[src/verilog/video_defines.svh]
// Fixed raster geometry, PROM download map and pipeline constants.
// Included by every RTL file that needs a size or a position.
`ifndef VIDEO_DEFINES_SVH
`define VIDEO_DEFINES_SVH

// Horizontal raster in pixel enables
`define H_TOTAL     384
`define H_VISIBLE   256
`define HS_START    288
`define HS_LEN      32

// Vertical raster in lines
`define V_TOTAL     264
`define V_VISIBLE   224
`define VS_START    240
`define VS_LEN      8

// Download address map
`define COLPROM_BASE  10'h000
`define COLPROM_SIZE  32
`define PALPROM_BASE  10'h020
`define PALPROM_SIZE  256

// Palette stage in the tilemap plus the mixer register
`define BLANK_DLY   2

`define ROM_MAX_LAT 6   // Worst tile ROM wait in clocks

`endif
[src/verilog/video_pkg.sv]
// Shared types of the video subsystem.
// Every width that means something has a name here.
// Modules refer to these types with scoped names.
package video_pkg;

    typedef logic [8:0]  hcnt_t;            // Horizontal position
    typedef logic [8:0]  vcnt_t;            // Line number
    typedef logic [10:0] vram_addr_t;       // Codes low, attributes high

    // 9-bit tile code followed by the 3-bit pixel row
    typedef logic [11:0] tile_rom_addr_t;

    // Eight 4-bit pixels with pixel n in nibble n
    typedef logic [31:0] tile_row_t;

    typedef logic [3:0]  pal_idx_t;
    typedef logic [3:0]  col_chan_t;
    typedef logic [9:0]  prom_addr_t;       // Download port address

    // Tile fetch sequence run once per 8 pixels
    typedef enum logic [2:0] {
        FETCH_IDLE,
        FETCH_CODE,
        FETCH_ATTR,
        FETCH_ROM,
        FETCH_WAIT
    } fetch_state_e;

endpackage

[src/verilog/video_colmix.sv]
// Colour mixer. Takes the layer colour index, looks it up in the final
// colour PROM and registers the channels on the pixel enable.
// Blanking is delayed to line up with the pixel path and the
// channels are held at zero outside the visible area.
`include "video_defines.svh"

module video_colmix (
    input  logic                 clk,
    input  logic                 rst_n,
    input  logic                 pxl_cen,

    input  video_pkg::pal_idx_t  pix,
    input  logic                 gfx_en,
    input  logic                 pre_lhbl,
    input  logic                 pre_lvbl,

    // Colour PROM download
    input  logic [4:0]           prog_addr,
    input  logic [7:0]           prog_data,
    input  logic                 prog_en,

    output logic                 lhbl,
    output logic                 lvbl,
    output video_pkg::col_chan_t red,
    output video_pkg::col_chan_t green,
    output video_pkg::col_chan_t blue
);

    logic [7:0]            col_prom [32];
    video_pkg::pal_idx_t   col_idx;
    logic [7:0]            rg_byte;
    logic [7:0]            b_byte;
    logic [`BLANK_DLY-1:0] lhbl_dly;
    logic [`BLANK_DLY-1:0] lvbl_dly;
    logic                  vis_next;

    assign col_idx = gfx_en ? pix : '0;     // Disabled layer shows colour 0

    always_ff @(posedge clk) begin
        if (prog_en)
            col_prom[prog_addr] <= prog_data;
    end

    // Two bytes per colour
    assign rg_byte = col_prom[{col_idx, 1'b0}];
    assign b_byte  = col_prom[{col_idx, 1'b1}];

    // Blanking as seen by the stage that loads the channels
    assign vis_next = lhbl_dly[`BLANK_DLY-2] & lvbl_dly[`BLANK_DLY-2];

    always_ff @(posedge clk or negedge rst_n) begin
        if (!rst_n) begin
            lhbl_dly <= '0;
            lvbl_dly <= '0;
            red      <= '0;
            green    <= '0;
            blue     <= '0;
        end else if (pxl_cen) begin
            lhbl_dly <= {lhbl_dly[`BLANK_DLY-2:0], pre_lhbl};
            lvbl_dly <= {lvbl_dly[`BLANK_DLY-2:0], pre_lvbl};
            red      <= vis_next ? rg_byte[7:4] : '0;
            green    <= vis_next ? rg_byte[3:0] : '0;
            blue     <= vis_next ? b_byte[3:0]  : '0;
        end
    end

    assign lhbl = lhbl_dly[`BLANK_DLY-1];
    assign lvbl = lvbl_dly[`BLANK_DLY-1];

endmodule

[config.mk]
export PLATFORM = sky130hd
export DESIGN_NAME = video_colmix
export DESIGN_NICKNAME = d
export VERILOG_FILES = /design/src/verilog/video_pkg.sv /design/src/verilog/video_colmix.sv
export VERILOG_INCLUDE_DIRS = /design/src /design/src/verilog
export SDC_FILE = /design/constraint.sdc
export NUM_CORES = 1
export LEC_CHECK = 0
export ABC_CLOCK_PERIOD_IN_PS = 4000
export BUFFER_PORTS_ARGS = -buffer_cell sky130_fd_sc_hd__buf_2
export CORE_MARGIN = 10
export CORE_UTILIZATION = 53
export DETAILED_ROUTE_END_ITERATION = 12
export PLACE_DENSITY = 0.78
export SYNTH_ARGS = -nofsm -noshare
export SYNTH_HDL_FRONTEND = slang
export SYNTH_SLANG_ARGS = --single-unit
[constraint.sdc]
create_clock -name clk -period 4 [get_ports clk]
set_input_delay 0.8 -clock clk [delete_from_list [all_inputs] [get_ports clk]]
set_output_delay 0.8 -clock clk [all_outputs]
set_load 0.01 [all_outputs]
# Word level (Yosys, flattened, before mapping)
# Memory sizes are Yosys's and may differ from the RTL's.
# Index checks and enable logic that the tools add are counted.
# totals
ff_bits,16
latch_bits,0
ramBits,256
mem_bits_ro,0
in_bits,24
out_inout_bits,14
elab_cells,13
memories,1
# mem_list
name,words,width,read_ports,rd_ports_with_merged_regs,write_ports,line,rtl
col_prom,32,8,2,0,1,video_colmix.sv:29,logic [7:0] col_prom [32];
# op_classes
n_addsub,0
n_mul,0
n_div,0
order_cmp,0
eq_ne,0
shifts,0
n_mux,6
n_bitwise,1
reduce_logical,0
# ops
cell,n
2-to-1 mux 4 bit,4
2-to-1 mux 1 bit,2
bitwise AND 1 bit,1

# Logic depth before layout (Yosys ltp)
# Gate-level depths: netlist of the first run.
# An unclocked memory read counts as a cell.
# logic_depth
depth_word,3
depth_mapped,7
depth_no_buf,4

# Worst setup path before layout of the first run
# OpenSTA, ideal clock, no wires.
# synth_timing
path_type,input to register
start,input prog_addr[1]
end,memory col_prom[0][0] (enable)
setup_time_ns,0.370
arrival_time_ns,1.821
required_time_ns,3.630
slack_ns,1.809
path_stages,3
path_buffers,1
cell_sequence,or3b_2 -> clkbuf_1 -> nor2_1
# synth_rtl
item,line,rtl
start: declaration,video_colmix.sv:18,"input logic [4:0] prog_addr,"
end: declaration,video_colmix.sv:29,
# Straight into the memory's write port.

# Final worst setup path of the first run
# layout_timing
start,input pix[0]
end,register blue[3]
# layout_via
elab_chain_cells,3
# layout_lines
item,line,rtl
start: declaration,video_colmix.sv:12,"input video_pkg::pal_idx_t pix,"
2-to-1 mux 4 bit,video_colmix.sv:37,assign col_idx = gfx_en ? pix : '0;
memory read (32 x 8 bit),n/a,
2-to-1 mux 4 bit,video_colmix.sv:63,blue <= vis_next ? b_byte[3:0] : '0;
end signal: assignment,video_colmix.sv:63,
end: declaration,video_colmix.sv:26,output video_pkg::col_chan_t blue
# No other way between the ends.
# A chain may end at the register's enable or synchronous reset.

==> run_results.csv, run 1 <==
group,metric,value,unit
grt,grt_max_degree,48,
detailed_routing,drt-total-wl,20.22,mm
sta,final.period_utilization,59.31,%
final_layout,layout_commonest_cell,"edfxtp_1",
logic_synthesis,synth_cell_types,47,
critical_path,slowest_delay,0.53,ns
clocking,post_cts_buffers,0,
detailed_routing,viasPerCell,6.258,
sta,finalCriticalPeriod,2.372,ns
grt,antenna_found_initial,1,
final_layout,nets,620,
clocking,cts_tree,"built",
clocking,clkLatencyLatePin,0.49,ns
critical_path,r2r_slack,2.32,ns
clocking,cts.sinks,208,
place,dpl_cell_area,0.008967,sq mm
clocking,root_buffer,"clkbuf_16",
logic_synthesis,synth-seq-area-share,71.08,%
floorplanning,design.core.area,0.01594,sq mm
power,power.internal,3.739,mW
place,gp_congestion,0.8527,
final_layout,final_cell_mix,"192 x edfxtp_1, 65 x nor2_1, 36 x buf_2, 27 x mux2i_1, 22 x mux2_2",
sta,slew_viol_final,0,
power,power_frac_seq,51.2,%
clocking,path_clk_slew,0.06,ns
logic_synthesis,syn_nets,593,
grt,grt.overflow.total,0,
clocking,cts_max_level,1,
power,clkPwrFrac,42.4,%
grt,grt_pass1_wl,31.10,mm
final_layout,area_growth_syn_to_layout,11.54,%
critical_path,end_kind,"flop",
floorplanning,num_rows,46,
place,pre_cts_slack,1.145,ns
clocking,hold_buffers,0,
clocking,numCtsBuffers,21,
sta,max_freq,421.5,MHz
power,p_switching,1.009,mW
final_layout,final_util,60.69,%
floorplanning,chipHeight,147.9,um
detailed_routing,drc,0,
grt,grt_pass1_vias,5168,
critical_path,worstPathArrival,2.72,ns
critical_path,crit_fanout,47,
floorplanning,ioPinCount,38,
floorplanning,die_w,147.9,um
grt,track_usage,18.22,%
logic_synthesis,synth-main-ff-cell,"edfxtp_1",
logic_synthesis,async_reset_ff_share,7.692,%
detailed_routing,wire_per_inst,24.45,um
logic_synthesis,syn_inst,569,
sta,setup_ws,1.628,ns
critical_path,startpoint_type,"primary input",
logic_synthesis,ys_ff_latch,208,
critical_path,slowest_stage,"nand2_1",
sta,tns,0,ns
hold_path,hp-class,"in2async",
power,combPwrFrac,6.4,%
critical_path,r2r-start,"lvbl_dly[0]",
detailed_routing,via_count,5175,
final_layout,drive_gt1_share,18.33,%
sta,tightest_slew,0.8648,ns
final_layout,diodes,0,
sta,finalSetupViolCount,0,
floorplanning,dieArea,0.02188,sq mm
floorplanning,start_util,54.41,%
detailed_routing,firstDrtPassIters,5,
place,place_hpwl,12.94,mm
critical_path,r2r_end,"blue[2]",
sta,hold_viol_final,0,
clocking,clk_path_buf_depth,3,
power,max-vdd-ir-drop,0.2949,mV
final_layout,stdcell_area,0.009676,sq mm
power,p_total,4.748,mW
power,power_density,490.7,mW/mm^2
job,maxCapViolations,0,
sta,max-slew-margin-rel,42.13,%
power,p_leak,3.236,nW
critical_path,crit_required,4.34,ns
detailed_routing,initialDrtViolationCount,740,
power,netSwitchingFraction,21.25,%
sta,rsz0062_at_grt,"no",
run_status,outcome,"finished, final reports clean",
critical_path,crit_chain,"buf_4 > nand2_1 > mux2_2 > o21ai_0 > a311oi_1",
sta,fin_skew,0.01159,ns
critical_path,r2r_cells,4,
clocking,cts_resized,0,
logic_synthesis,synth_edf_count,192,
logic_synthesis,ys.warnings.count,0,
logic_synthesis,syn-cell-area,0.008675,sq mm
logic_synthesis,syn_area_per_cell,15.25,sq um
critical_path,crit_type,"in2reg",
detailed_routing,antenna_left,0,
place,io_buffer_count,37,
## worst max path at each step
stage	start	end	slack [ns]	cells after the start
floorplan	prog_addr[1]	col_prom[0][0]	1.81	3
global placement	pix[0]	green[2]	1.21	5
detailed placement	pix[0]	green[2]	1.15	5
CTS	pix[0]	blue[3]	1.65	5
global route	pix[0]	green[2]	1.51	5
finish	pix[0]	blue[3]	1.63	5
## synth_stat cells, types with 2 or more instances
cell | instances | area (sq um)
o22ai_1 | 10 | 62.56
a2bb2oi_1 | 10 | 87.58
o21ai_0 | 19 | 95.09
nand2_1 | 9 | 33.78
and2_1 | 3 | 18.77
dfrtp_1 | 16 | 400.4
a211o_1 | 9 | 78.83
mux4_2 | 2 | 45.04
nand3_1 | 4 | 20.02
buf_4 | 7 | 52.55
a311o_1 | 10 | 100.1
or3b_2 | 3 | 26.28
a211oi_2 | 5 | 62.56
a211oi_1 | 18 | 135.1
nor3b_1 | 10 | 75.07
edfxtp_1 | 192 | 5766
buf_2 | 15 | 75.07
buf_1 | 3 | 11.26
a311oi_1 | 20 | 175.2
inv_1 | 11 | 41.29
o32ai_1 | 2 | 17.52
o211ai_1 | 3 | 22.52
nand3b_1 | 6 | 45.04
mux2_2 | 22 | 247.7
nand2b_1 | 4 | 25.02
buf_6 | 4 | 45.04
clkbuf_1 | 9 | 33.78
nor2b_1 | 21 | 131.4
a21oi_1 | 10 | 50.05
nor2_1 | 65 | 244.0
mux2i_1 | 27 | 270.3
mux2_4 | 5 | 75.07
## power by group through the flow
stage / registers [mW] / logic [mW] / clock network [mW]
6_report: 2.43 / 0.305 / 2.01
5_1_grt: 2.43 / 0.328 / 2.13
4_1_cts: 2.43 / 0.304 / 2.02
3_5_place_dp: 2.48 / 0.302 / 0
2_1_floorplan: 2.48 / 0.177 / 0
3_3_place_gp: 2.47 / 0.293 / 0
## registers in the layout, indices dropped and copies added, names as in the netlist
name	flops
col_prom	192
green	4
blue	4
red	4
lhbl_dly	2
lvbl_dly	2
## worst max-delay path, delay by kind of cell
family                 cells  cell delay (ns)
multiplexers               1             0.41
buffers and inverters      1             0.52
AO/OA/AOI/OAI              2             0.43
AND/OR/NAND/NOR            1             0.53
## final cells by class
type | count | area (sq um)
Fill cell | 1148 | 6267
Sequential cell | 208 | 6166
Tap cell | 216 | 270.3
Multi-Input combinational cell | 310 | 2241
Inverter | 12 | 45.04
Clock buffer | 24 | 536.8
Timing Repair Buffer | 43 | 245.2
Clock inverter | 14 | 171.4
## metrics by stage
stage,std cells,hold slack [ns]
6_report,827,0.2413
5_1_grt,827,0.2598
4_1_cts,827,0.2409
3_5_place_dp,789,0.5129
3_3_place_gp,789,0.4873
2_1_floorplan,569,0.4891
## layer usage
metal / global-route usage [%] / routed length (um)
met1: 25.87 / 8398
met4: 3.766 / 285
met5: 0 / 0
met2: 28.04 / 9345
met3: 4.335 / 2190
## cells by family (layout without fill, tap and decap cells)
| group | count (synthesis) | count (layout) | synth area share, % |
|---|---|---|---|
| DFF | 208 | 208 | 71.08 |
| and+or+nand+nor | 129 | 129 | 7.414 |
| AOI/OAI and AO/OA | 125 | 125 | 11.06 |
| muxes | 56 | 56 | 7.356 |
| buffers and inverters | 51 | 93 | 3.086 |
Power figures use the tool's default switching activity.
==> run 2, diff against run 1 <==
--- a/config.mk
+++ b/config.mk
@@ -6,12 +6,12 @@
 export SDC_FILE = /design/constraint.sdc
 export NUM_CORES = 1
 export LEC_CHECK = 0
-export ABC_CLOCK_PERIOD_IN_PS = 4000
+export ABC_CLOCK_PERIOD_IN_PS = 2000
 export BUFFER_PORTS_ARGS = -buffer_cell sky130_fd_sc_hd__buf_2
 export CORE_MARGIN = 10
 export CORE_UTILIZATION = 53
 export DETAILED_ROUTE_END_ITERATION = 12
-export PLACE_DENSITY = 0.78
+export PLACE_DENSITY = 0.81
 export SYNTH_ARGS = -nofsm -noshare
 export SYNTH_HDL_FRONTEND = slang
 export SYNTH_SLANG_ARGS = --single-unit
==> constraint.sdc (replaced) <==
create_clock -name clk -period 2 [get_ports clk]
set_input_delay 0.4 -clock clk [delete_from_list [all_inputs] [get_ports clk]]
set_output_delay 0.4 -clock clk [all_outputs]
set_load 0.01 [all_outputs]
==> run 2 against run 1 <==
Global-route usage grew 0.67 points. Critical path depth grew 1. Non-clock buffer count grew 43. Total power grew 91%. Sequential share of layout area shrank 1.7 points. Via count grew 5.0%. Count of clock-buffer cells in the layout grew 8. Setup slack lost 1.2 ns. Cell count grew 4.8%. Critical path type unchanged.
==> run_results.csv, run 2 (same netlist as run 1, synthesis figures left out) <==
group,metric,value,unit
run_status,outcome,"finished, final reports clean",
clocking,cts_tree,"built",
sta,hold_viol_final,0,
critical_path,r2r_cells,4,
final_layout,stdcell_area,0.009936,sq mm
detailed_routing,drt-total-wl,20.84,mm
floorplanning,die_w,147.9,um
clocking,numCtsBuffers,20,
sta,max_freq,637.4,MHz
clocking,clk_path_buf_depth,3,
final_layout,max_flop_register,"col_prom",
detailed_routing,viasPerCell,6.269,
detailed_routing,firstDrtPassIters,5,
final_layout,drive_gt1_share,22.43,%
critical_path,crit_type,"in2reg",
place,io_buffer_count,37,
grt,grt_pass1_wl,32.58,mm
sta,slew_viol_final,0,
critical_path,worstPathArrival,1.94,ns
critical_path,critPathCapture,"green[0]",
sta,fin_skew,0.005417,ns
critical_path,cp-startpoint,"pix[0]",
final_layout,layout_commonest_cell,"edfxtp_1",
place,gp_congestion,0.8860,
critical_path,crit_required,2.37,ns
detailed_routing,drc,0,
grt,grt_pass1_vias,5470,
sta,finalCriticalPeriod,1.569,ns
sta,final.period_utilization,78.44,%
sta,max-slew-margin-rel,55.49,%
critical_path,r2r-start,"col_prom[29][3]",
clocking,cts.sinks,208,
critical_path,r2r_end,"blue[3]",
final_layout,largest_reg_flops,192,
grt,grt.overflow.total,0,
final_layout,final_util,62.32,%
hold_path,hp-class,"in2reg",
floorplanning,chipHeight,147.9,um
floorplanning,dieArea,0.02188,sq mm
sta,rsz0062_at_grt,"no",
grt,antenna_found_initial,0,
final_layout,nets,662,
clocking,cts_max_level,1,
floorplanning,ioPinCount,38,
detailed_routing,antenna_left,0,
sta,tightest_slew,0.6676,ns
power,power_density,912.7,mW/mm^2
power,max-vdd-ir-drop,0.6340,mV
detailed_routing,initialDrtViolationCount,623,
detailed_routing,wire_per_inst,24.04,um
floorplanning,num_rows,46,
critical_path,startpoint_type,"primary input",
clocking,path_clk_slew,0.06,ns
final_layout,area_growth_syn_to_layout,14.54,%
clocking,clkLatencyLatePin,0.49,ns
final_layout,final_cell_mix,"192 x edfxtp_1, 65 x nor2_1, 45 x buf_4, 36 x buf_2, 27 x mux2i_1",
place,dpl_cell_area,0.009320,sq mm
critical_path,end_kind,"flop",
floorplanning,start_util,54.41,%
final_layout,fillCellCount,1147,
clocking,cts_resized,0,
detailed_routing,via_count,5435,
place,place_hpwl,14.12,mm
floorplanning,design.core.area,0.01594,sq mm
grt,grt_max_degree,34,
power,p_total,9.068,mW
clocking,root_buffer,"clkbuf_16",
grt,track_usage,18.89,%
final_layout,diodes,0,
critical_path,crit_fanout,27,
power,p_leak,3.411,nW
hold_path,min_from,"pre_lvbl",
sta,finalSetupViolCount,0,
critical_path,r2r_slack,0.47,ns
job,maxCapViolations,0,
[run 2: how the worst min path moves through the flow]
stage,endpoint,slack (ns),depth (start not counted)
floorplan,blue[0],0.10,0
global placement,lhbl_dly[0],0.35,1
detailed placement,lhbl_dly[1],0.35,1
CTS,lhbl_dly[0],0.16,2
global route,lvbl_dly[0],0.15,2
finish,lvbl_dly[0],0.16,2
[run 2: per-layer routing]
metal / wire [um] / part of all wire (%) / global-route usage (%)
met1: 8280 / 40 / 25.93
met3: 2370 / 11 / 4.060
met4: 274 / 1.3 / 4.063
met2: 9917 / 48 / 30.32
met5: 0 / 0 / 0
[run 2: cell type report]
class	count	area [sq um]	area share, %
clock buffer	32	566.8	5.705
clock inverter	3	38.79	0.3904
inverter	12	45.04	0.4533
multi-input combinational	310	2241	22.55
sequential	208	6166	62.06
tap	216	270.3	2.720
timing repair buffer	86	608.1	6.120
[run 2: critical path, stage by stage]
cell and delay [ns]:
buf_4 0.35, o21a_1 0.21, buf_12 0.14, a2bb2oi_1 0.41
a211oi_2 0.14, a211oi_1 0.27
[run 2: through the flow]
stage	hold WS [ns]	TNS [ns]	instances	worst slack, ns
2_1_floorplan	0.1044	0	569	0.2089
3_3_place_gp	0.3483	-0.05108	831	-0.05108
3_5_place_dp	0.3479	-0.09039	831	-0.06429
4_1_cts	0.1551	0	867	0.4449
5_1_grt	0.1550	0	867	0.3379
6_report	0.1609	0	867	0.4312
[run 2: timing repair]
action	in CTS	in global routing
endpoints found under the hold margin	16	0
setup buffers	0	0
hold buffers	1	0
[run 2: power breakdown]
part	total [mW]	internal, mW	switching [mW]
logic	0.665	0.249	0.416
registers	4.86	4.83	0.0342
clock network	3.54	2.06	1.48
