<file path="src/verilog/video_defines.svh">
// Fixed raster geometry, PROM download map and pipeline constants.
// Included by every RTL file that needs a size or a position.
`ifndef VIDEO_DEFINES_SVH
`define VIDEO_DEFINES_SVH

// Horizontal raster in pixel enables
`define H_TOTAL     384
`define H_VISIBLE   256
`define HS_START    288
`define HS_LEN      32

// Vertical raster in lines
`define V_TOTAL     264
`define V_VISIBLE   224
`define VS_START    240
`define VS_LEN      8

// Download address map
`define COLPROM_BASE  10'h000
`define COLPROM_SIZE  32
`define PALPROM_BASE  10'h020
`define PALPROM_SIZE  256

// Palette stage in the tilemap plus the mixer register
`define BLANK_DLY   2

`define ROM_MAX_LAT 6   // Worst tile ROM wait in clocks

`endif
</file>
<file path="src/verilog/video_pkg.sv">
// Shared types of the video subsystem.
// Every width that means something has a name here.
// Modules refer to these types with scoped names.
package video_pkg;

    typedef logic [8:0]  hcnt_t;            // Horizontal position
    typedef logic [8:0]  vcnt_t;            // Line number
    typedef logic [10:0] vram_addr_t;       // Codes low, attributes high

    // 9-bit tile code followed by the 3-bit pixel row
    typedef logic [11:0] tile_rom_addr_t;

    // Eight 4-bit pixels with pixel n in nibble n
    typedef logic [31:0] tile_row_t;

    typedef logic [3:0]  pal_idx_t;
    typedef logic [3:0]  col_chan_t;
    typedef logic [9:0]  prom_addr_t;       // Download port address

    // Tile fetch sequence run once per 8 pixels
    typedef enum logic [2:0] {
        FETCH_IDLE,
        FETCH_CODE,
        FETCH_ATTR,
        FETCH_ROM,
        FETCH_WAIT
    } fetch_state_e;

endpackage

</file>
<file path="src/verilog/video_timing_if.sv">
// Raster position and raw timing, from the timer to the layers.
// The timer drives everything; a layer only reads.
interface video_timing_if;

    video_pkg::hcnt_t hdump;
    video_pkg::vcnt_t vdump;
    logic             pre_lhbl;     // Undelayed horizontal blanking
    logic             pre_lvbl;
    logic             hs;
    logic             vs;

    modport timer (
        output hdump, vdump, pre_lhbl, pre_lvbl, hs, vs
    );

    modport layer (
        input  hdump, vdump, pre_lhbl, pre_lvbl, hs, vs
    );

endinterface

</file>
<file path="src/verilog/video_timer.sv">
// Raster timer. Counts pixel enables along a line and lines along a
// frame, and decodes sync and the undelayed blanking signals.
// Blanking here is raw; the mixer delays it to match the pixel path.
`include "video_defines.svh"

module video_timer (
    input  logic              clk,
    input  logic              rst_n,
    input  logic              pxl_cen,

    video_timing_if.timer     vt
);

    video_pkg::hcnt_t hcnt;
    video_pkg::vcnt_t vcnt;
    logic             line_end;
    logic             frame_end;

    assign line_end  = hcnt == video_pkg::hcnt_t'(`H_TOTAL - 1);
    assign frame_end = vcnt == video_pkg::vcnt_t'(`V_TOTAL - 1);

    always_ff @(posedge clk or negedge rst_n) begin
        if (!rst_n) begin
            hcnt <= '0;
            vcnt <= '0;
        end else if (pxl_cen) begin
            if (line_end) begin
                hcnt <= '0;
                vcnt <= frame_end ? '0 : vcnt + 9'd1;   // Next line
            end else begin
                hcnt <= hcnt + 9'd1;
            end
        end
    end

    assign vt.hdump = hcnt;
    assign vt.vdump = vcnt;

    // Visible area starts at counter zero
    assign vt.pre_lhbl = hcnt < video_pkg::hcnt_t'(`H_VISIBLE);
    assign vt.pre_lvbl = vcnt < video_pkg::vcnt_t'(`V_VISIBLE);

    // Sync pulses sit inside blanking
    assign vt.hs = hcnt >= video_pkg::hcnt_t'(`HS_START) &&
                   hcnt <  video_pkg::hcnt_t'(`HS_START + `HS_LEN);
    assign vt.vs = vcnt >= video_pkg::vcnt_t'(`VS_START) &&
                   vcnt <  video_pkg::vcnt_t'(`VS_START + `VS_LEN);

    // The layer fetch relies on whole tiles per line
    a_hcnt_range: assert property (
        @(posedge clk) disable iff (!rst_n)
        hcnt < video_pkg::hcnt_t'(`H_TOTAL)
    );

endmodule

</file>
<file path="src/flat_wrapper.sv">
// flat-port wrapper written by rule: the top's interface ports become plain ports
module video_timer_flat 
  (clk, rst_n, pxl_cen, vt_hdump, vt_vdump, vt_pre_lhbl, vt_pre_lvbl, vt_hs, vt_vs);
  video_timing_if vt_i ();
  input  logic clk;
  input  logic rst_n;
  input  logic pxl_cen;
  output wire logic [$bits(vt_i.hdump)-1:0] vt_hdump;
  output wire logic [$bits(vt_i.vdump)-1:0] vt_vdump;
  output wire logic [$bits(vt_i.pre_lhbl)-1:0] vt_pre_lhbl;
  output wire logic [$bits(vt_i.pre_lvbl)-1:0] vt_pre_lvbl;
  output wire logic [$bits(vt_i.hs)-1:0] vt_hs;
  output wire logic [$bits(vt_i.vs)-1:0] vt_vs;
  assign vt_hdump = vt_i.hdump;
  assign vt_vdump = vt_i.vdump;
  assign vt_pre_lhbl = vt_i.pre_lhbl;
  assign vt_pre_lvbl = vt_i.pre_lvbl;
  assign vt_hs = vt_i.hs;
  assign vt_vs = vt_i.vs;
  video_timer u_core (.clk(clk), .rst_n(rst_n), .pxl_cen(pxl_cen), .vt(vt_i));
endmodule
</file>
<file path="config.mk">
export PLATFORM = sky130hd
export DESIGN_NAME = video_timer_flat
export DESIGN_NICKNAME = d
export VERILOG_FILES = /design/src/verilog/video_pkg.sv /design/src/verilog/video_timing_if.sv /design/src/verilog/video_timer.sv /design/src/flat_wrapper.sv
export VERILOG_INCLUDE_DIRS = /design/src /design/src/verilog
export SDC_FILE = /design/constraint.sdc
export NUM_CORES = 1
export LEC_CHECK = 0
export BUFFER_PORTS_ARGS = -buffer_cell sky130_fd_sc_hd__buf_4
export CELL_PAD_IN_SITES_DETAIL_PLACEMENT = 0
export CELL_PAD_IN_SITES_GLOBAL_PLACEMENT = 2
export CORE_ASPECT_RATIO = 1.75
export CORE_UTILIZATION = 31
export DETAILED_ROUTE_END_ITERATION = 6
export PLACE_DENSITY = 0.78
export SYNTH_ARGS = -nofsm -noshare
export SYNTH_HDL_FRONTEND = slang
export SYNTH_SLANG_ARGS = --single-unit
</file>
<file path="constraint.sdc">
create_clock -name clk -period 1.79 [get_ports clk]
set_input_delay 0.179 -clock clk [delete_from_list [all_inputs] [get_ports clk]]
set_output_delay 0.179 -clock clk [all_outputs]
set_load 0.02 [all_outputs]
</file>
======== Word-level counts from Yosys, hierarchy flattened ========
Cells that the tools add are included.
operators by class
  $add $sub $neg .......................... 2
  magnitude comparators ................... 6
  equality and inequality tests ........... 2
  mux-type cells .......................... 2
  reductions and logical operators ........ 3
operators by type and width
  kind                   count
  $add A9 B1 Y9 const B  2
  $eq A9 B9 Y1 const B   2
  $lt A9 B8 Y1 const B   2
  $lt A9 B9 Y1 const B   2
  $mux W9                2
  $ge A9 B8 Y1 const B   1
  $ge A9 B9 Y1 const B   1
  $logic_and A1 B1 Y1    2
  $reduce_and A2 Y1      1
word-level totals
  register bits after elaboration ......... 18
  input port bits ......................... 3
  output and inout port bits .............. 22
  logic and storage cells ................. 17

======== Logic depth before layout (Yosys ltp) ========
Gate-level depths: netlist of the first run.
  depth in word-level cells ............... 2
  mapped depth ............................ 6
  gate-level depth less buffers ........... 5

======== Least setup slack after synthesis of the first run ========
OpenSTA, ideal clock, no wires.
  kind .................................... reg-to-reg
  start ................................... register u_core.hcnt[0] (netlist: u_core.vt.hdump[0])
  end ..................................... register u_core.vcnt[3] (netlist: u_core.vt.vdump[3])
  setup time .............................. 0.134 ns
  arrival time ............................ 1.513 ns
  data required time ...................... 1.656 ns
  path slack .............................. 0.143 ns
  cell stages (with the launch flop) ...... 6
  buffers on the path ..................... 0
  period minus slack after synthesis ...... 1.647 ns
  cells stage by stage .................... dfrtp_1 -> ha_1 -> nand4_4 -> or3_1 -> o21ai_1 -> o31ai_2
between the ends
  longest elaborated chain between the ends .. 2
ends and longest elaborated chain
  what                                RTL line           RTL
  start: declaration                  video_timer.sv:14  video_pkg::hcnt_t hcnt;
  start signal: assignment            video_timer.sv:31  hcnt <= hcnt + 9'd1;
  $eq A9 B9 Y1                        video_timer.sv:19  assign line_end = hcnt == video_pkg::hcnt_t'(`H_TOTAL - 1);
  $reduce_and A2 Y1 (no source line)  n/a
  end signal: assignment              video_timer.sv:29  vcnt <= frame_end ? '0 : vcnt + 9'd1;
  end: declaration                    video_timer.sv:15  video_pkg::vcnt_t vcnt;
No other way between the ends.
A chain may end at the register's enable or synchronous reset.

======== Worst setup path in the final report of the first run ========
  start ................................... register u_core.hcnt[0] (netlist: u_core.vt.hdump[0])
  end ..................................... register u_core.vcnt[1] (netlist: u_core.vt.vdump[1])
Same word-level chain as after synthesis.

==> run summary, run 1 <==
First-pass GRT wire length = 3.21 mm
Worst Path Required = 1.96 ns
Peak Freq = 0.626 GHz
Total congestion overflow = 0
Worst Setup Path Type = reg2reg
Power Total = 1210 µW
Commonest non-fill, non-tap cell in the layout = buf_4
YS warnings = 0
Clock-pin slew on the worst setup and hold paths = 0.07 ns
Hold Crit Class = in2reg
Mapped Area = 931 µm²
Switching portion of total power = 34.8%
Cell count after synthesis = 88
EDFF count, synth = 0
Leak = 0.000566 µW
Mean Syn Cell Area = 10.6 µm²
Reg2reg start = u_core.vt.hdump[0]
Gr usage total = 13.7%
Startpoint types = flip-flop
Clock power frac = 22.7%
Reg2reg setup slack = 0.19 ns
Total clock sinks = 18
Share of cells above drive strength 1 = 28.4%
Die Span X = 43.4 µm
Initial antenna violation count = 0
Die area = 3230 µm²
# setup viols final = 0
Internal power = 787 µW
IO Port Bufs = 24
Seq pwr share = 48.5%
Setup Skew = 0.00431 ns
GRT busiest layer = met2
WL final = 1.97 mm
Gpl congestion = 0.737
Status = finished, violations left
Final HPWL from detailed placement = 1.49 mm
Failing checks = design-rule violations
Residual DRC = 4
Clock buffer depth = 2
Share of flip-flops with an asynchronous set or reset = 100%
Most frequent cells in the layout = 25 x buf_4, 18 x dfrtp_1, 9 x xnor2_1, 8 x nand2_1, 7 x nor2_1
FP Rows = 26
Path depth of the worst reg2reg path = 6
CTS tree = done
Arr. time, crit path = 1.76 ns
Met3 GRT Util = 1.46%
Nets = 125
Setup bufs post-CTS = 0
Worst VDD drop = 0.589 mV
Die height = 74.5 µm
Number of DRC markers in iteration 0 = 16
Worst r2r dst = u_core.vt.vdump[1]
Setup TNS = 0 ns
Final core occ = 41.2%
Clk_lat worst skew = 0.25 ns
Worst setup EP type = flip-flop
Tcrit/Tclk final = 89.2%
Hold depth = 2
Slew margin rel. = 78.1%
Final Hold Viols = 0
Vias in the first global route = 701
Htree depth = 1
Starting Density = 32.2%
Syn_nets = 95
TritonCTS buffer count = 3
CP Max Fanout = 7
Met1 global-route usage = 13.7%
FF+latch count, synth = 18
Minimum clock period = 1.60 ns
Unique masters post-synth = 28
Core Area = 2900 µm²
Vias per cell = 5.01
Cell Pwr Density = 1010 nW/µm²
Ant diodes = 0
M2 GR Usage = 27.3%
Pre-antenna DRT Iters = 5
Sequential-to-total area share from yosys stat = 48.4%
DR WL/cell = 13.7 µm
# IOs = 25
NetSw = 421 µW
Pins Over Slew Limit = 0
Layout overhead on the synthesized area = 28.2%
Largest net degree at the start of global routing = 19
Max_cap viols = 0
Worst-Margin Slew = 0.327 ns
Most used flip-flop cell after synthesis = dfrtp_1
Hold EP = u_core.vt.hdump[1]
RSZ-0062 raised after global routing = false
Vias = 722
HP Start = pxl_cen
Antenna-violating nets left = 0
Gate power share = 28.8%
Root buf cell = clkbuf_8
## sequential cells by signal (all words and copies together), names as in the netlist
signal and flops:
u_core.vt.vdump 9, u_core.vt.hdump 9
## cells by family after synthesis
kind of cell | Yosys count | synth area share (%)
AND/OR/NAND/NOR | 37 | 24.1
adder cells (fa/ha/maj) | 4 | 5.38
AO/OA/AOI/OAI | 9 | 6.18
multiplexers | 1 | 1.08
XOR/XNOR | 12 | 11.3
buffers and inverters | 7 | 3.63
flip-flops | 18 | 48.4
## metal layers
layer	vias up	routed length (µm)	part of all wire, %
met3	2	65	3.3
met5	-	0	0
met4	0	25	1.3
met1	347	758	39
met2	16	1120	57
li1	357	-	-
## worst max-delay path: stages (launching register included)
cell and delay [ns]:
dfrtp_1 0.41, ha_1 0.23, nand4_4 0.16, nor3_4 0.35
buf_4 0.21, nand3_1 0.07, o21ai_0 0.07
## worst max-delay path by stage
stage / slack, ns / cells after the start / to / start
6_report: 0.19 / 6 / u_core.vt.vdump[1] / u_core.vt.hdump[0]
2_1_floorplan: 0.14 / 5 / u_core.vt.vdump[3] / u_core.vt.hdump[0]
5_1_grt: 0.04 / 6 / u_core.vt.vdump[1] / u_core.vt.hdump[0]
3_5_place_dp: 0.17 / 5 / u_core.vt.vdump[3] / u_core.vt.hdump[0]
3_3_place_gp: 0.21 / 5 / u_core.vt.vdump[3] / u_core.vt.hdump[0]
4_1_cts: 0.17 / 5 / u_core.vt.vdump[3] / u_core.vt.hdump[0]
## metrics by stage
stage	hold WS (ns)	instance area, µm²	worst slack (ns)	std cells
2_1_floorplan	-0.117	931	0.143	88
3_3_place_gp	0.0661	1140	0.206	140
3_5_place_dp	0.0666	1140	0.171	140
4_1_cts	0.182	1190	0.168	144
5_1_grt	0.198	1190	0.0384	144
6_report	0.183	1190	0.193	144
## synth_stat cells (2+ instances only)
master | n | area share [%]
dfrtp_1 | 18 | 48
xnor2_1 | 9 | 8.5
nand2_1 | 8 | 3.2
nor2_1 | 7 | 2.8
inv_1 | 6 | 2.4
nand3_1 | 5 | 2.7
ha_1 | 4 | 5.4
nand4_1 | 4 | 2.7
nand2b_1 | 3 | 2.0
o21ai_0 | 3 | 1.6
xor2_1 | 3 | 2.8
and3_1 | 2 | 1.3
## area by class of cell
| class | instances | area [µm²] |
|---|---|---|
| Tap cell | 28 | 35.0 |
| Clock buffer | 3 | 41.3 |
| Fill cell | 298 | 1700 |
| Timing Repair Buffer | 26 | 198 |
| Sequential cell | 18 | 450 |
| Multi-Input combinational cell | 63 | 447 |
| Inverter | 6 | 22.5 |
## power by group through the flow
stage / combinational (µW) / sequential (µW) / clock, µW
after floorplan: 129 / 654 / 0
after global placement: 349 / 593 / 0
after detailed placement: 349 / 595 / 0
after CTS: 354 / 588 / 288
after global routing: 383 / 603 / 303
final: 348 / 586 / 274
## repair_timing
action                                  in CTS  in global routing
endpoints found under the hold margin       18                  0
gates resized for setup                      0                  0
hold buffers                                 1                  0
endpoints found under the setup margin       0                  0
Power figures use the tool's default switching activity.
==> run 2: changes to the inputs <==
--- a/config.mk
+++ b/config.mk
@@ -12,7 +12,7 @@
 export CORE_ASPECT_RATIO = 1.75
 export CORE_UTILIZATION = 31
 export DETAILED_ROUTE_END_ITERATION = 6
-export PLACE_DENSITY = 0.78
+export PLACE_DENSITY_LB_ADDON = 0.25
 export SYNTH_ARGS = -nofsm -noshare
 export SYNTH_HDL_FRONTEND = slang
 export SYNTH_SLANG_ARGS = --single-unit
==> run 2 against run 1 <==
  * The flow still finishes with violations (design-rule violations)
  * Setup slack got worse by 0.030 ns
  * Largest cell class unchanged
  * Critical path depth is 1 lower
  * Maximum frequency shrank 1.9%
  * Sequential share of layout area did not move
  * Final cell count stayed put
  * Combinational power about the same
  * Via count decreased by 1.5%
  * Highest routed layer unchanged
  * Hold slack worse by 0.0013 ns
  * Clock-buffer cell count unchanged
  * Clock skew fell by 0.0023 ns
  * Routed wire length shrank 0.46%
==> run summary, run 2 (synthesis gave the netlist of run 1 again) <==
Worst setup EP type = flip-flop
Total congestion overflow = 0
Switching portion of total power = 34.9%
CP max stage delay = 0.43 ns
Vias in the first global route = 720
Clock-pin slew on the worst setup and hold paths = 0.07 ns
WL final = 1.96 mm
Starting Density = 32.2%
# placed instances = 140
Root buf cell = clkbuf_8
Layout overhead on the synthesized area = 28.2%
Final Hold Slack = 0.181 ns
# IOs = 25
Worst VDD drop = 0.655 mV
Vias = 711
Die height = 74.5 µm
Setup TNS = 0 ns
Nets = 125
Clock power frac = 22.9%
Leak = 0.000567 µW
Dpl ws = 0.165 ns
FP Rows = 26
Pre-antenna DRT Iters = 7
Htree depth = 1
Die Span X = 43.4 µm
Commonest non-fill, non-tap cell in the layout = buf_4
CTS tree = done
Largest net degree at the start of global routing = 19
NetSw = 421 µW
Pins Over Slew Limit = 0
Residual DRC = 4
CP Max Fanout = 6
Gate power share = 28.8%
Vias per cell = 4.94
TritonCTS buffer count = 3
Number of DRC markers in iteration 0 = 16
Critical path's slowest cell = or3_1
Failing checks = design-rule violations
Minimum clock period = 1.63 ns
Cell chain of the critical path = ha_1 > nand4_4 > or3_1 > o21ai_1 > o31ai_2
Internal power = 787 µW
Fillers = 289
First-pass GRT wire length = 3.26 mm
Max_cap viols = 0
Setup Skew = 0.00199 ns
Core Area = 2900 µm²
Initial antenna violation count = 0
Gr usage total = 14.0%
Seq. cell area = 450 µm²
Arr. time, crit path = 1.76 ns
Final HPWL from detailed placement = 1.47 mm
Startpoint types = flip-flop
DR WL/cell = 13.6 µm
Most frequent cells in the layout = 25 x buf_4, 18 x dfrtp_1, 9 x xnor2_1, 8 x nand2_1, 7 x nor2_1
Die area = 3230 µm²
Setup bufs post-CTS = 0
Reg2reg setup slack = 0.16 ns
Peak Freq = 0.615 GHz
Ant diodes = 0
Antenna-violating nets left = 0
# setup viols final = 0
Share of cells above drive strength 1 = 28.4%
Final worst setup slack = 0.163 ns
Clock buffer depth = 2
Slew margin rel. = 77.6%
Worst Setup Path Type = reg2reg
Seq pwr share = 48.3%
Worst-Margin Slew = 0.335 ns
Area occupied by multi-input gates = 447 µm²
Clk_lat worst skew = 0.25 ns
Final instance count without filler cells = 144
Hold Crit Class = in2reg
Tcrit/Tclk final = 90.9%
Total clock sinks = 18
Worst Path Required = 1.92 ns
RSZ-0062 raised after global routing = false
IO Port Bufs = 24
Status = finished, violations left
Final Hold Viols = 0
Cell Pwr Density = 1010 nW/µm²
Gpl congestion = 0.744
run 2: cell counts in the layout (fill, tap and decap cells not counted):
No cell type changed its count.
run 2: what timing repair did:
action	in CTS	in global routing
resized for setup	0	0
endpoints found under the hold margin	18	0
hold buffers	1	0
endpoints found under the setup margin	0	1
run 2: worst max-delay path: cells and delay by family, from the launching register on:
| kind | cells | cell delay (ns) |
|---|---|---|
| flops | 1 | 0.42 |
| compound gates | 2 | 0.25 |
| fa+ha+maj | 1 | 0.24 |
| simple gates | 2 | 0.60 |
run 2: layout make-up:
type                       count  share of cell area [%]
clock buffer                   3                    3.46
inverter                       6                    1.89
multi-input combinational     63                    37.4
sequential                    18                    37.7
tap                           28                    2.94
timing repair buffer          26                    16.6
run 2: path summary, 6_finish.rpt:
check                                   startpoint                 end  depth (start not counted)
worst max register to register  u_core.vt.hdump[0]  u_core.vt.vdump[3]                          5
worst min-delay path                       pxl_cen  u_core.vt.hdump[1]                          2
min in group asynchronous                    rst_n  u_core.vt.vdump[4]                          2
worst min register to register  u_core.vt.hdump[6]  u_core.vt.hdump[6]                          1
worst max-delay path            u_core.vt.hdump[0]  u_core.vt.vdump[3]                          5
max in group asynchronous                    rst_n  u_core.vt.hdump[2]                          2
run 2: metrics by stage:
stage,total power (µW),cell area (µm²),util [%]
after floorplan,782,931,-
after global placement,942,1140,39.5
after detailed placement,940,1140,39.5
after CTS,1220,1190,41.2
after global routing,1270,1190,41.2
final,1210,1190,41.2
run 2: power groups by stage:
| stage | registers, µW | clock network (µW) | logic, µW |
|---|---|---|---|
| after global placement | 591 | 0 | 351 |
| after global routing | 596 | 296 | 382 |
| after CTS | 583 | 287 | 355 |
| after detailed placement | 588 | 0 | 352 |
| after floorplan | 654 | 0 | 129 |
| final | 583 | 277 | 348 |
run 2: per-layer routing:
| metal | wire, µm | global-route usage, % |
|---|---|---|
| met4 | 25 | 8.33 |
| met2 | 1090 | 25.3 |
| met3 | 65 | 1.46 |
| met5 | 0 | 0 |
| met1 | 778 | 15.5 |
